--- config.mk ---
export PLATFORM = sky130hd
export DESIGN_NAME = pc_keyboard
export DESIGN_NICKNAME = d
export VERILOG_FILES = /design/src/common/xt_pkg.sv /design/src/common/ps2_pkg.sv /design/src/verilog/pc_keyboard.sv /design/src/verilog/xt_host_port.sv /design/src/verilog/scan_translate.sv /design/src/ps2_rx/ps2_rx.sv
export VERILOG_INCLUDE_DIRS = /design/src /design/src/common
export SDC_FILE = /design/constraint.sdc
export NUM_CORES = 1
export LEC_CHECK = 0
export BUFFER_PORTS_ARGS = -buffer_cell sky130_fd_sc_hd__buf_4
export CELL_PAD_IN_SITES_DETAIL_PLACEMENT = 1
export CELL_PAD_IN_SITES_GLOBAL_PLACEMENT = 1
export CORE_MARGIN = 2
export CORE_UTILIZATION = 44
export DETAILED_ROUTE_END_ITERATION = 10
export PLACE_DENSITY_LB_ADDON = 0.25
export REMOVE_ABC_BUFFERS = 1
export SYNTH_ARGS = -nofsm -noshare
export SYNTH_HDL_FRONTEND = slang
export SYNTH_SLANG_ARGS = --single-unit
--- constraint.sdc ---
create_clock -name clk -period 2.47 [get_ports clk]
set_clock_uncertainty 0.05 [all_clocks]
set_input_delay 0 -clock clk [delete_from_list [all_inputs] [get_ports clk]]
set_output_delay 0 -clock clk [all_outputs]
set_load 0.005 [all_outputs]
--- src/common/kbd_params.svh ---
// keyboard interface constants for frame size, synchronizer depth and special scan codes
`ifndef KBD_PARAMS_SVH
`define KBD_PARAMS_SVH

// start + 8 data + parity + stop
`define KBD_FRAME_BITS 11

// flops on each keyboard line before use
`define KBD_SYNC_STAGES 2

// set-2 prefix announcing a key release
`define KBD_BREAK_PREFIX 8'hF0

// answer to a PC self-test request
`define KBD_SELFTEST_OK 8'hAA

`endif
--- src/common/xt_pkg.sv ---
// PC-side types for set-1 scan word views, host control lines and port FSM states
package xt_pkg;

	// set-1 code split into release flag and key number
	typedef struct packed {
		logic       brk; // set on key release
		logic [6:0] code;
	} xt_scan_s;

	typedef union packed {
		logic [7:0] raw;
		xt_scan_s   fields;
	} xt_scan_u;

	// port B bits driven by the PC
	typedef struct packed {
		logic pb6; // keyboard clock enable, low holds
		logic pb7; // clear keyboard interrupt
	} xt_ctrl_t;

	typedef enum logic [2:0] {
		host_idle,
		host_present,   // code on pa, irq1 raised
		host_wait_clr,  // waiting for pb7 to fall
		host_hold,      // clock held low by the PC
		host_st_release // self-test reply pending
	} xt_host_state_e;

endpackage

--- src/common/ps2_pkg.sv ---
// keyboard-side types for the line pair, the received byte and the serial frame layout
package ps2_pkg;

	// raw keyboard lines, both idle high
	typedef struct packed {
		logic kb_clk;
		logic kb_data;
	} ps2_line_t;

	typedef logic [7:0] ps2_byte_t; // one set-2 code

	// frame as shifted in LSB first
	// start bit lands in bit 0 after a full frame
	typedef struct packed {
		logic      stop;
		logic      parity; // odd over the data bits
		ps2_byte_t data;
		logic      start;
	} ps2_frame_t;

endpackage

--- src/verilog/pc_keyboard.sv ---
// top level joining the PS/2 receiver, the scan code translator and the PC port
`timescale 1ns/1ps

module pc_keyboard
	import ps2_pkg::*;
	import xt_pkg::*;
(
	input  logic      clk,
	input  logic      rst_n,
	input  ps2_line_t ps2,
	input  xt_ctrl_t  host_ctrl,
	output xt_scan_u  pa,
	output logic      irq1
);

	ps2_byte_t rx_byte; // set-2 byte from the line
	logic rx_valid;
	logic rx_ready;
	xt_scan_u scan; // set-1 word waiting for the PC
	logic scan_valid;
	logic scan_ready;

	ps2_rx u_rx (
		.clk      (clk),
		.rst_n    (rst_n),
		.ps2      (ps2),
		.rx_byte  (rx_byte),
		.rx_valid (rx_valid),
		.rx_ready (rx_ready)
	);

	scan_translate u_xlat (
		.clk        (clk),
		.rst_n      (rst_n),
		.rx_byte    (rx_byte),
		.rx_valid   (rx_valid),
		.rx_ready   (rx_ready),
		.scan       (scan),
		.scan_valid (scan_valid),
		.scan_ready (scan_ready)
	);

	xt_host_port u_host (
		.clk        (clk),
		.rst_n      (rst_n),
		.scan       (scan),
		.scan_valid (scan_valid),
		.scan_ready (scan_ready),
		.host_ctrl  (host_ctrl),
		.pa         (pa),
		.irq1       (irq1)
	);

endmodule

--- src/verilog/xt_host_port.sv ---
// PC-side port FSM for the scan code register, IRQ1, acknowledge and self-test handling
`timescale 1ns/1ps
`include "kbd_params.svh"

module xt_host_port
	import xt_pkg::*;
(
	input  logic     clk,
	input  logic     rst_n,
	input  xt_scan_u scan,
	input  logic     scan_valid,
	output logic     scan_ready,
	input  xt_ctrl_t host_ctrl,
	output xt_scan_u pa,
	output logic     irq1
);

	xt_host_state_e state;

	// no new code while the PC holds the keyboard clock
	assign scan_ready = (state == host_idle) && host_ctrl.pb6;

	always_ff @(posedge clk or negedge rst_n) begin
		if (!rst_n) begin
			state <= host_idle;
			pa.raw <= '0;
		end else if (!host_ctrl.pb6) begin
			state <= host_hold; // from any state, pa kept
		end else begin
			case (state)
				host_idle: begin
					if (scan_valid) begin
						pa <= scan;
						state <= host_present;
					end
				end
				host_present: begin
					if (host_ctrl.pb7)
						state <= host_wait_clr; // PC has read pa
				end
				host_wait_clr: begin
					if (!host_ctrl.pb7) begin
						pa.raw <= '0;
						state <= host_idle;
					end
				end
				host_hold: begin
					state <= host_st_release; // clock released
				end
				host_st_release: begin
					// PC drops pb7 to ask for the reply
					if (!host_ctrl.pb7) begin
						pa.raw <= `KBD_SELFTEST_OK;
						state <= host_present;
					end
				end
				default: begin
					state <= host_idle;
				end
			endcase
		end
	end

	// irq1 follows pa by one cycle and drops as soon as pb7 or a low pb6 is seen
	always_ff @(posedge clk or negedge rst_n) begin
		if (!rst_n)
			irq1 <= 1'b0;
		else
			irq1 <= (state == host_present) && host_ctrl.pb6 && !host_ctrl.pb7;
	end

	// stays down in the cycle after a low pb6 and in the hold state after it
	irq_off_in_hold: assert property (@(posedge clk) disable iff (!rst_n)
		!host_ctrl.pb6 |=> !irq1 ##1 !irq1);

	// every way back to idle leaves the port cleared
	pa_clear_in_idle: assert property (@(posedge clk) disable iff (!rst_n)
		state == host_idle |-> pa.raw == 8'h00);

endmodule

--- src/verilog/scan_translate.sv ---
// set-2 to set-1 scan code translator with break prefix merging and an output register
`timescale 1ns/1ps
`include "kbd_params.svh"

module scan_translate
	import ps2_pkg::*;
	import xt_pkg::*;
(
	input  logic      clk,
	input  logic      rst_n,
	input  ps2_byte_t rx_byte,
	input  logic      rx_valid,
	output logic      rx_ready,
	output xt_scan_u  scan,
	output logic      scan_valid,
	input  logic      scan_ready
);

	// set-1 code for every set-2 code below 0x80
	localparam logic [7:0] xlat_lo [128] = '{
		8'hff, 8'h43, 8'h41, 8'h3f, 8'h3d, 8'h3b, 8'h3c, 8'h58,
		8'h64, 8'h44, 8'h42, 8'h40, 8'h3e, 8'h0f, 8'h29, 8'h59,
		8'h65, 8'h38, 8'h2a, 8'h70, 8'h1d, 8'h10, 8'h02, 8'h5a,
		8'h66, 8'h71, 8'h2c, 8'h1f, 8'h1e, 8'h11, 8'h03, 8'h5b,
		8'h67, 8'h2e, 8'h2d, 8'h20, 8'h12, 8'h05, 8'h04, 8'h5c,
		8'h68, 8'h39, 8'h2f, 8'h21, 8'h14, 8'h13, 8'h06, 8'h5d,
		8'h69, 8'h31, 8'h30, 8'h23, 8'h22, 8'h15, 8'h07, 8'h5e,
		8'h6a, 8'h72, 8'h32, 8'h24, 8'h16, 8'h08, 8'h09, 8'h5f,
		8'h6b, 8'h33, 8'h25, 8'h17, 8'h18, 8'h0b, 8'h0a, 8'h60,
		8'h6c, 8'h34, 8'h35, 8'h26, 8'h27, 8'h19, 8'h0c, 8'h61,
		8'h6d, 8'h73, 8'h28, 8'h74, 8'h1a, 8'h0d, 8'h62, 8'h6e,
		8'h3a, 8'h36, 8'h1c, 8'h1b, 8'h75, 8'h2b, 8'h63, 8'h76,
		8'h55, 8'h56, 8'h77, 8'h78, 8'h79, 8'h7a, 8'h0e, 8'h7b,
		8'h7c, 8'h4f, 8'h7d, 8'h4b, 8'h47, 8'h7e, 8'h7f, 8'h6f,
		8'h52, 8'h53, 8'h50, 8'h4c, 8'h4d, 8'h48, 8'h01, 8'h45,
		8'h57, 8'h4e, 8'h51, 8'h4a, 8'h37, 8'h49, 8'h46, 8'h54
	};

	logic [7:0] code_xlat;
	logic accept;
	logic is_prefix;
	logic brk_pend; // prefix seen, next code is a release

	function automatic logic [7:0] to_set1(input ps2_byte_t code);
		logic [7:0] res;
		if (!code[7])
			res = xlat_lo[code[6:0]];
		else if (code == 8'h83)
			res = 8'h41; // F7 sits outside the main block
		else if (code == 8'h84)
			res = 8'h54; // alt+sysrq
		else
			res = code; // no set-1 counterpart
		return res;
	endfunction

	assign rx_ready = !scan_valid || scan_ready;
	assign accept = rx_valid && rx_ready;
	assign is_prefix = (rx_byte == `KBD_BREAK_PREFIX);
	assign code_xlat = to_set1(rx_byte);

	// a prefix produces no output of its own
	always_ff @(posedge clk or negedge rst_n) begin
		if (!rst_n) begin
			brk_pend <= 1'b0;
			scan_valid <= 1'b0;
		end else if (accept) begin
			brk_pend <= is_prefix;
			scan_valid <= !is_prefix;
		end else if (scan_ready) begin
			scan_valid <= 1'b0;
		end
	end

	always_ff @(posedge clk) begin
		if (accept && !is_prefix) begin
			if (brk_pend) begin
				scan.fields.brk <= 1'b1;
				scan.fields.code <= code_xlat[6:0];
			end else begin
				scan.raw <= code_xlat; // make code as looked up
			end
		end
	end

	scan_held: assert property (@(posedge clk) disable iff (!rst_n)
		scan_valid && !scan_ready |=> scan_valid && $stable(scan.raw));

endmodule

--- src/ps2_rx/ps2_rx.sv ---
// PS/2 receiver with line synchronizer, frame deserializer, frame checks and byte output
`timescale 1ns/1ps
`include "kbd_params.svh"

module ps2_rx
	import ps2_pkg::*;
(
	input  logic      clk,
	input  logic      rst_n,
	input  ps2_line_t ps2,
	output ps2_byte_t rx_byte,
	output logic      rx_valid,
	input  logic      rx_ready
);

	localparam int sync_last = `KBD_SYNC_STAGES - 1;
	localparam int cnt_w = $clog2(`KBD_FRAME_BITS);
	localparam int idle_cycles = 4000; // well beyond one bit time
	localparam int idle_w = $clog2(idle_cycles + 1);

	ps2_line_t sync_q [`KBD_SYNC_STAGES];
	logic kclk_prev;
	logic kclk_fall;
	logic [cnt_w-1:0] bit_cnt;
	logic [idle_w-1:0] idle_cnt;
	ps2_frame_t frame_q;
	ps2_frame_t frame_next;
	logic frame_done;
	logic frame_ok;
	logic load;

	// both lines go through the same chain so data stays aligned to the clock
	always_ff @(posedge clk or negedge rst_n) begin
		if (!rst_n) begin
			for (int i = 0; i < `KBD_SYNC_STAGES; i++)
				sync_q[i] <= '1;
			kclk_prev <= 1'b1;
		end else begin
			sync_q[0] <= ps2;
			for (int i = 1; i < `KBD_SYNC_STAGES; i++)
				sync_q[i] <= sync_q[i-1];
			kclk_prev <= sync_q[sync_last].kb_clk;
		end
	end

	assign kclk_fall = kclk_prev & ~sync_q[sync_last].kb_clk;
	assign frame_next = {sync_q[sync_last].kb_data, frame_q[$bits(ps2_frame_t)-1:1]};
	assign frame_done = kclk_fall && (bit_cnt == cnt_w'(`KBD_FRAME_BITS - 1));

	// start low, stop high, odd parity
	assign frame_ok = !frame_next.start && frame_next.stop &&
		(^{frame_next.data, frame_next.parity});

	// a finished frame is dropped while the last byte still waits
	assign load = frame_done && frame_ok && (!rx_valid || rx_ready);

	always_ff @(posedge clk or negedge rst_n) begin
		if (!rst_n) begin
			bit_cnt <= '0;
			idle_cnt <= '0;
		end else if (kclk_fall) begin
			idle_cnt <= '0;
			bit_cnt <= frame_done ? '0 : bit_cnt + 1'b1;
		end else if (idle_cnt == idle_w'(idle_cycles)) begin
			bit_cnt <= '0; // line quiet, next edge is a start bit
		end else begin
			idle_cnt <= idle_cnt + 1'b1;
		end
	end

	always_ff @(posedge clk) begin
		if (kclk_fall)
			frame_q <= frame_next;
	end

	always_ff @(posedge clk or negedge rst_n) begin
		if (!rst_n)
			rx_valid <= 1'b0;
		else if (load)
			rx_valid <= 1'b1;
		else if (rx_ready)
			rx_valid <= 1'b0;
	end

	always_ff @(posedge clk) begin
		if (load)
			rx_byte <= frame_next.data;
	end

	rx_byte_stable: assert property (@(posedge clk) disable iff (!rst_n)
		rx_valid && !rx_ready |=> rx_valid && $stable(rx_byte));

endmodule

==> results.yml <==
run_status:
  status: "completed"
drt:
  first_pass_iters: 6
  antenna_left: 0
  drt_iter0_drc: 345
  vias: 3706
  drc_errors: 0
  via_per_inst: 6.14
  drt_wl_total_um: 12100
  wl_per_cell_um: 20.0
critical_path:
  cp_slowest_cell: "mux4_2"
  r2r_cells: 7
  path_max_fanout: 8
  worstPathCellList: "inv_1 > ha_1 > buf_4 > mux4_2 > o21ai_1 > a221oi_1 > a311oi_1"
  rr_endpoint: "u_xlat.scan[2]$_DFFE_PP_"
  worst-r2r-setup-slack_ns: 0.16
  cp-end-kind: "flop"
  cp.depth: 7
  worstSetupEndpoint: "u_xlat.scan[2]$_DFFE_PP_"
  crit_path_start: "u_rx.rx_byte[0]$_DFFE_PP_"
  r2r_start: "u_rx.rx_byte[0]$_DFFE_PP_"
  cp.arrival_ns: 2.40
  slowest_delay_ns: 0.45
  critical_path.top_delay_family: "compound AO/OA/AOI/OAI gates"
  required_ns: 2.56
  crit_type: "reg -> reg"
  startpoint_type: "flop"
  crit_buf_inv: 2
logic_synthesis:
  synth_cells: 463
  yosysTopAreaCell: "edfxtp_1"
  yosysMostFrequentCell: "nand2_1"
  ys_ff_latch: 62
  synth_area_per_cell_um2: 8.97
  yosysUniqueCellTypes: 69
  synth_top_area_share_pct: 18.8
  synth_common_cells: "nand2_1 (54), nor2_1 (41), a21oi_1 (33)"
  async_flop_share_pct: 58.1
  ys.flop_type: "dfrtp_1"
  synth-edff-count: 26
  syn_area_um2: 4150
  yosys_warnings: 0
  synth.area.top_cells: "edfxtp_1 (19%), dfrtp_1 (19%), nand2_1 (4.9%), a21oi_1 (4.0%), o21ai_0 (3.9%)"
  ys_seq_area_share_pct: 40.7
clock_tree:
  cts_sinks: 62
  clock_latency_ns: 0.33
  clk_pin_slew_worst_paths_ns: 0.08
  ctsLongestPathBuffers: 2
  cts_root_buf: "clkbuf_8"
  postCtsSetupBuffers: 0
  htree_levels: 3
  cts_tree: "done"
  numCtsBuffers: 9
placement:
  gp_congestion: 0.954
  place_ws_ns: 0.196
  dpl.cell_count: 582
  hpwlAfterDp_um: 8620
  portBuffers: 14
grt:
  overflow: 0
  grt_pass1_wl_um: 19900
  grt_max_degree: 43
  antenna_found_initial: 0
  grt_pass1_vias: 3746
  grt_usage_pct: 25.1
final_layout:
  nets: 506
  fin_cells: 604
  drive_above_1_share_pct: 15.6
  syn_to_final_growth_pct: 13.2
  postLayoutCoreUtil_pct: 51.1
  diodes: 0
floorplanning:
  die_area_um2: 10200
  fp.dieW_um: 101
  core_um2: 9200
  pin_count: 15
  die_height_um: 101
  placementRows: 35
  start_util_pct: 45.1
min_path:
  hold_path.class: "in -> async"
sta:
  final-setup-viol-count: 0
  finalMaxSlewViolations: 0
  period_share_pct: 93.5
  relSlewSlack_pct: 33.7
  tightest_slew_ns: 0.988
  clock.fmax_mhz: 433
  timing.final.hold_violations: 0
  period_minus_slack_ns: 2.31
  rsz0062_at_grt: "false"
  setup_slack_ns: 0.161
pwr:
  power_density_nw_per_um2: 551
  power.leakage_uw: 0.00188
  finalPower_uw: 2590
  max-vdd-ir-drop_uv: 370
flow_run:
  drv_cap: 0
## worst reg2reg max path: stages, from the launching register on
cell	delay, ns
edfxtp_1	0.39
inv_1	0.18
ha_1	0.31
buf_4	0.19
mux4_2	0.45
o21ai_1	0.14
a221oi_1	0.10
a311oi_1	0.31
## logic make-up (layout without fill, tap and decap cells)
logic type               count (synthesis)  after routing  share of synthesized area (%)
AO/OA/AOI/OAI                          136            136                           21.7
XOR/XNOR                                21             21                           4.43
adder cells (fa/ha/maj)                 12             12                           3.62
buffers and inverters                   49             79                           6.06
flip-flops                              62             62                           40.7
multiplexers                             9              9                           3.13
AND/OR/NAND/NOR                        174            174                           20.4
## metal layers
metal	up-vias	part of all wire [%]	track usage [%]
li1	1733	-	-
met1	1785	44	34.9
met2	157	46	39.0
met3	31	6.5	5.11
met4	0	3.4	9.04
met5	-	0	0
## layout by cell type, fill, tap and decap left out, types with 7 or more instances in the layout
master and n:
nand3_1 13, ha_1 11, dfrtp_1 31, xnor2_1 16, nor3_1 7, buf_4 39, nand2_1 54, o21ai_0 32
nor2b_1 10, inv_1 14, edfxtp_1 26, clkbuf_8 9, o211ai_1 8, nand2b_1 18, nor2_1 40, a211oi_1 8
a21oi_1 33
## how the worst min path moves through the flow
stage | startpoint | endpoint | cells after the start
floorplan | rst_n | u_host.irq1$_DFF_PN0_ | 0
detailed placement | rst_n | u_host.pa[6]$_DFFE_PN0P_ | 1
CTS | rst_n | u_host.pa[0]$_DFFE_PN0P_ | 2
finish | rst_n | u_host.pa[0]$_DFFE_PN0P_ | 2
global route | rst_n | u_host.pa[0]$_DFFE_PN0P_ | 2
global placement | rst_n | u_host.pa[2]$_DFFE_PN0P_ | 1
## registers in the layout (all words and copies together), names as in the netlist
name / flops
u_rx.idle_cnt: 12
u_rx.rx_valid: 1
u_rx.kclk_prev: 1
u_xlat.scan: 8
u_host.pa: 8
u_rx.frame_next: 11
u_host.irq1: 1
u_rx.bit_cnt: 4
u_xlat.scan_valid: 1
u_rx.sync_q: 3
u_rx.rx_byte: 8
u_host.state: 3
u_xlat.brk_pend: 1
## cell type report
class / instances / area [um^2]
fill: 1079 / 4500
inverter: 17 / 63.8
clock buffer: 10 / 149
tap: 111 / 139
timing repair buffer: 46 / 373
multi-input combinational: 352 / 2220
sequential: 62 / 1690
clock inverter: 6 / 66.3
## power by group
part	switching [uW]	internal (uW)
Clock	422	531
Combinational	171	180
Sequential	102	1190
## stage by stage
| step | area, um^2 | TNS (ns) | hold slack, ns |
|---|---|---|---|
| after floorplan | 3960 | -2.77 | -0.346 |
| after global placement | 4420 | 0 | -0.0725 |
| after CTS | 4690 | 0 | 0.111 |
| after global routing | 4700 | 0 | 0.132 |
| final | 4700 | 0 | 0.105 |
| after detailed placement | 4420 | 0 | -0.0668 |
## what timing repair did
item	CTS	global route
hold buffers	6	0
endpoints found under the hold margin	43	0
setup endpoints to repair	0	2
resized for setup	0	3
No activity file was read; power rests on OpenSTA's default activity.
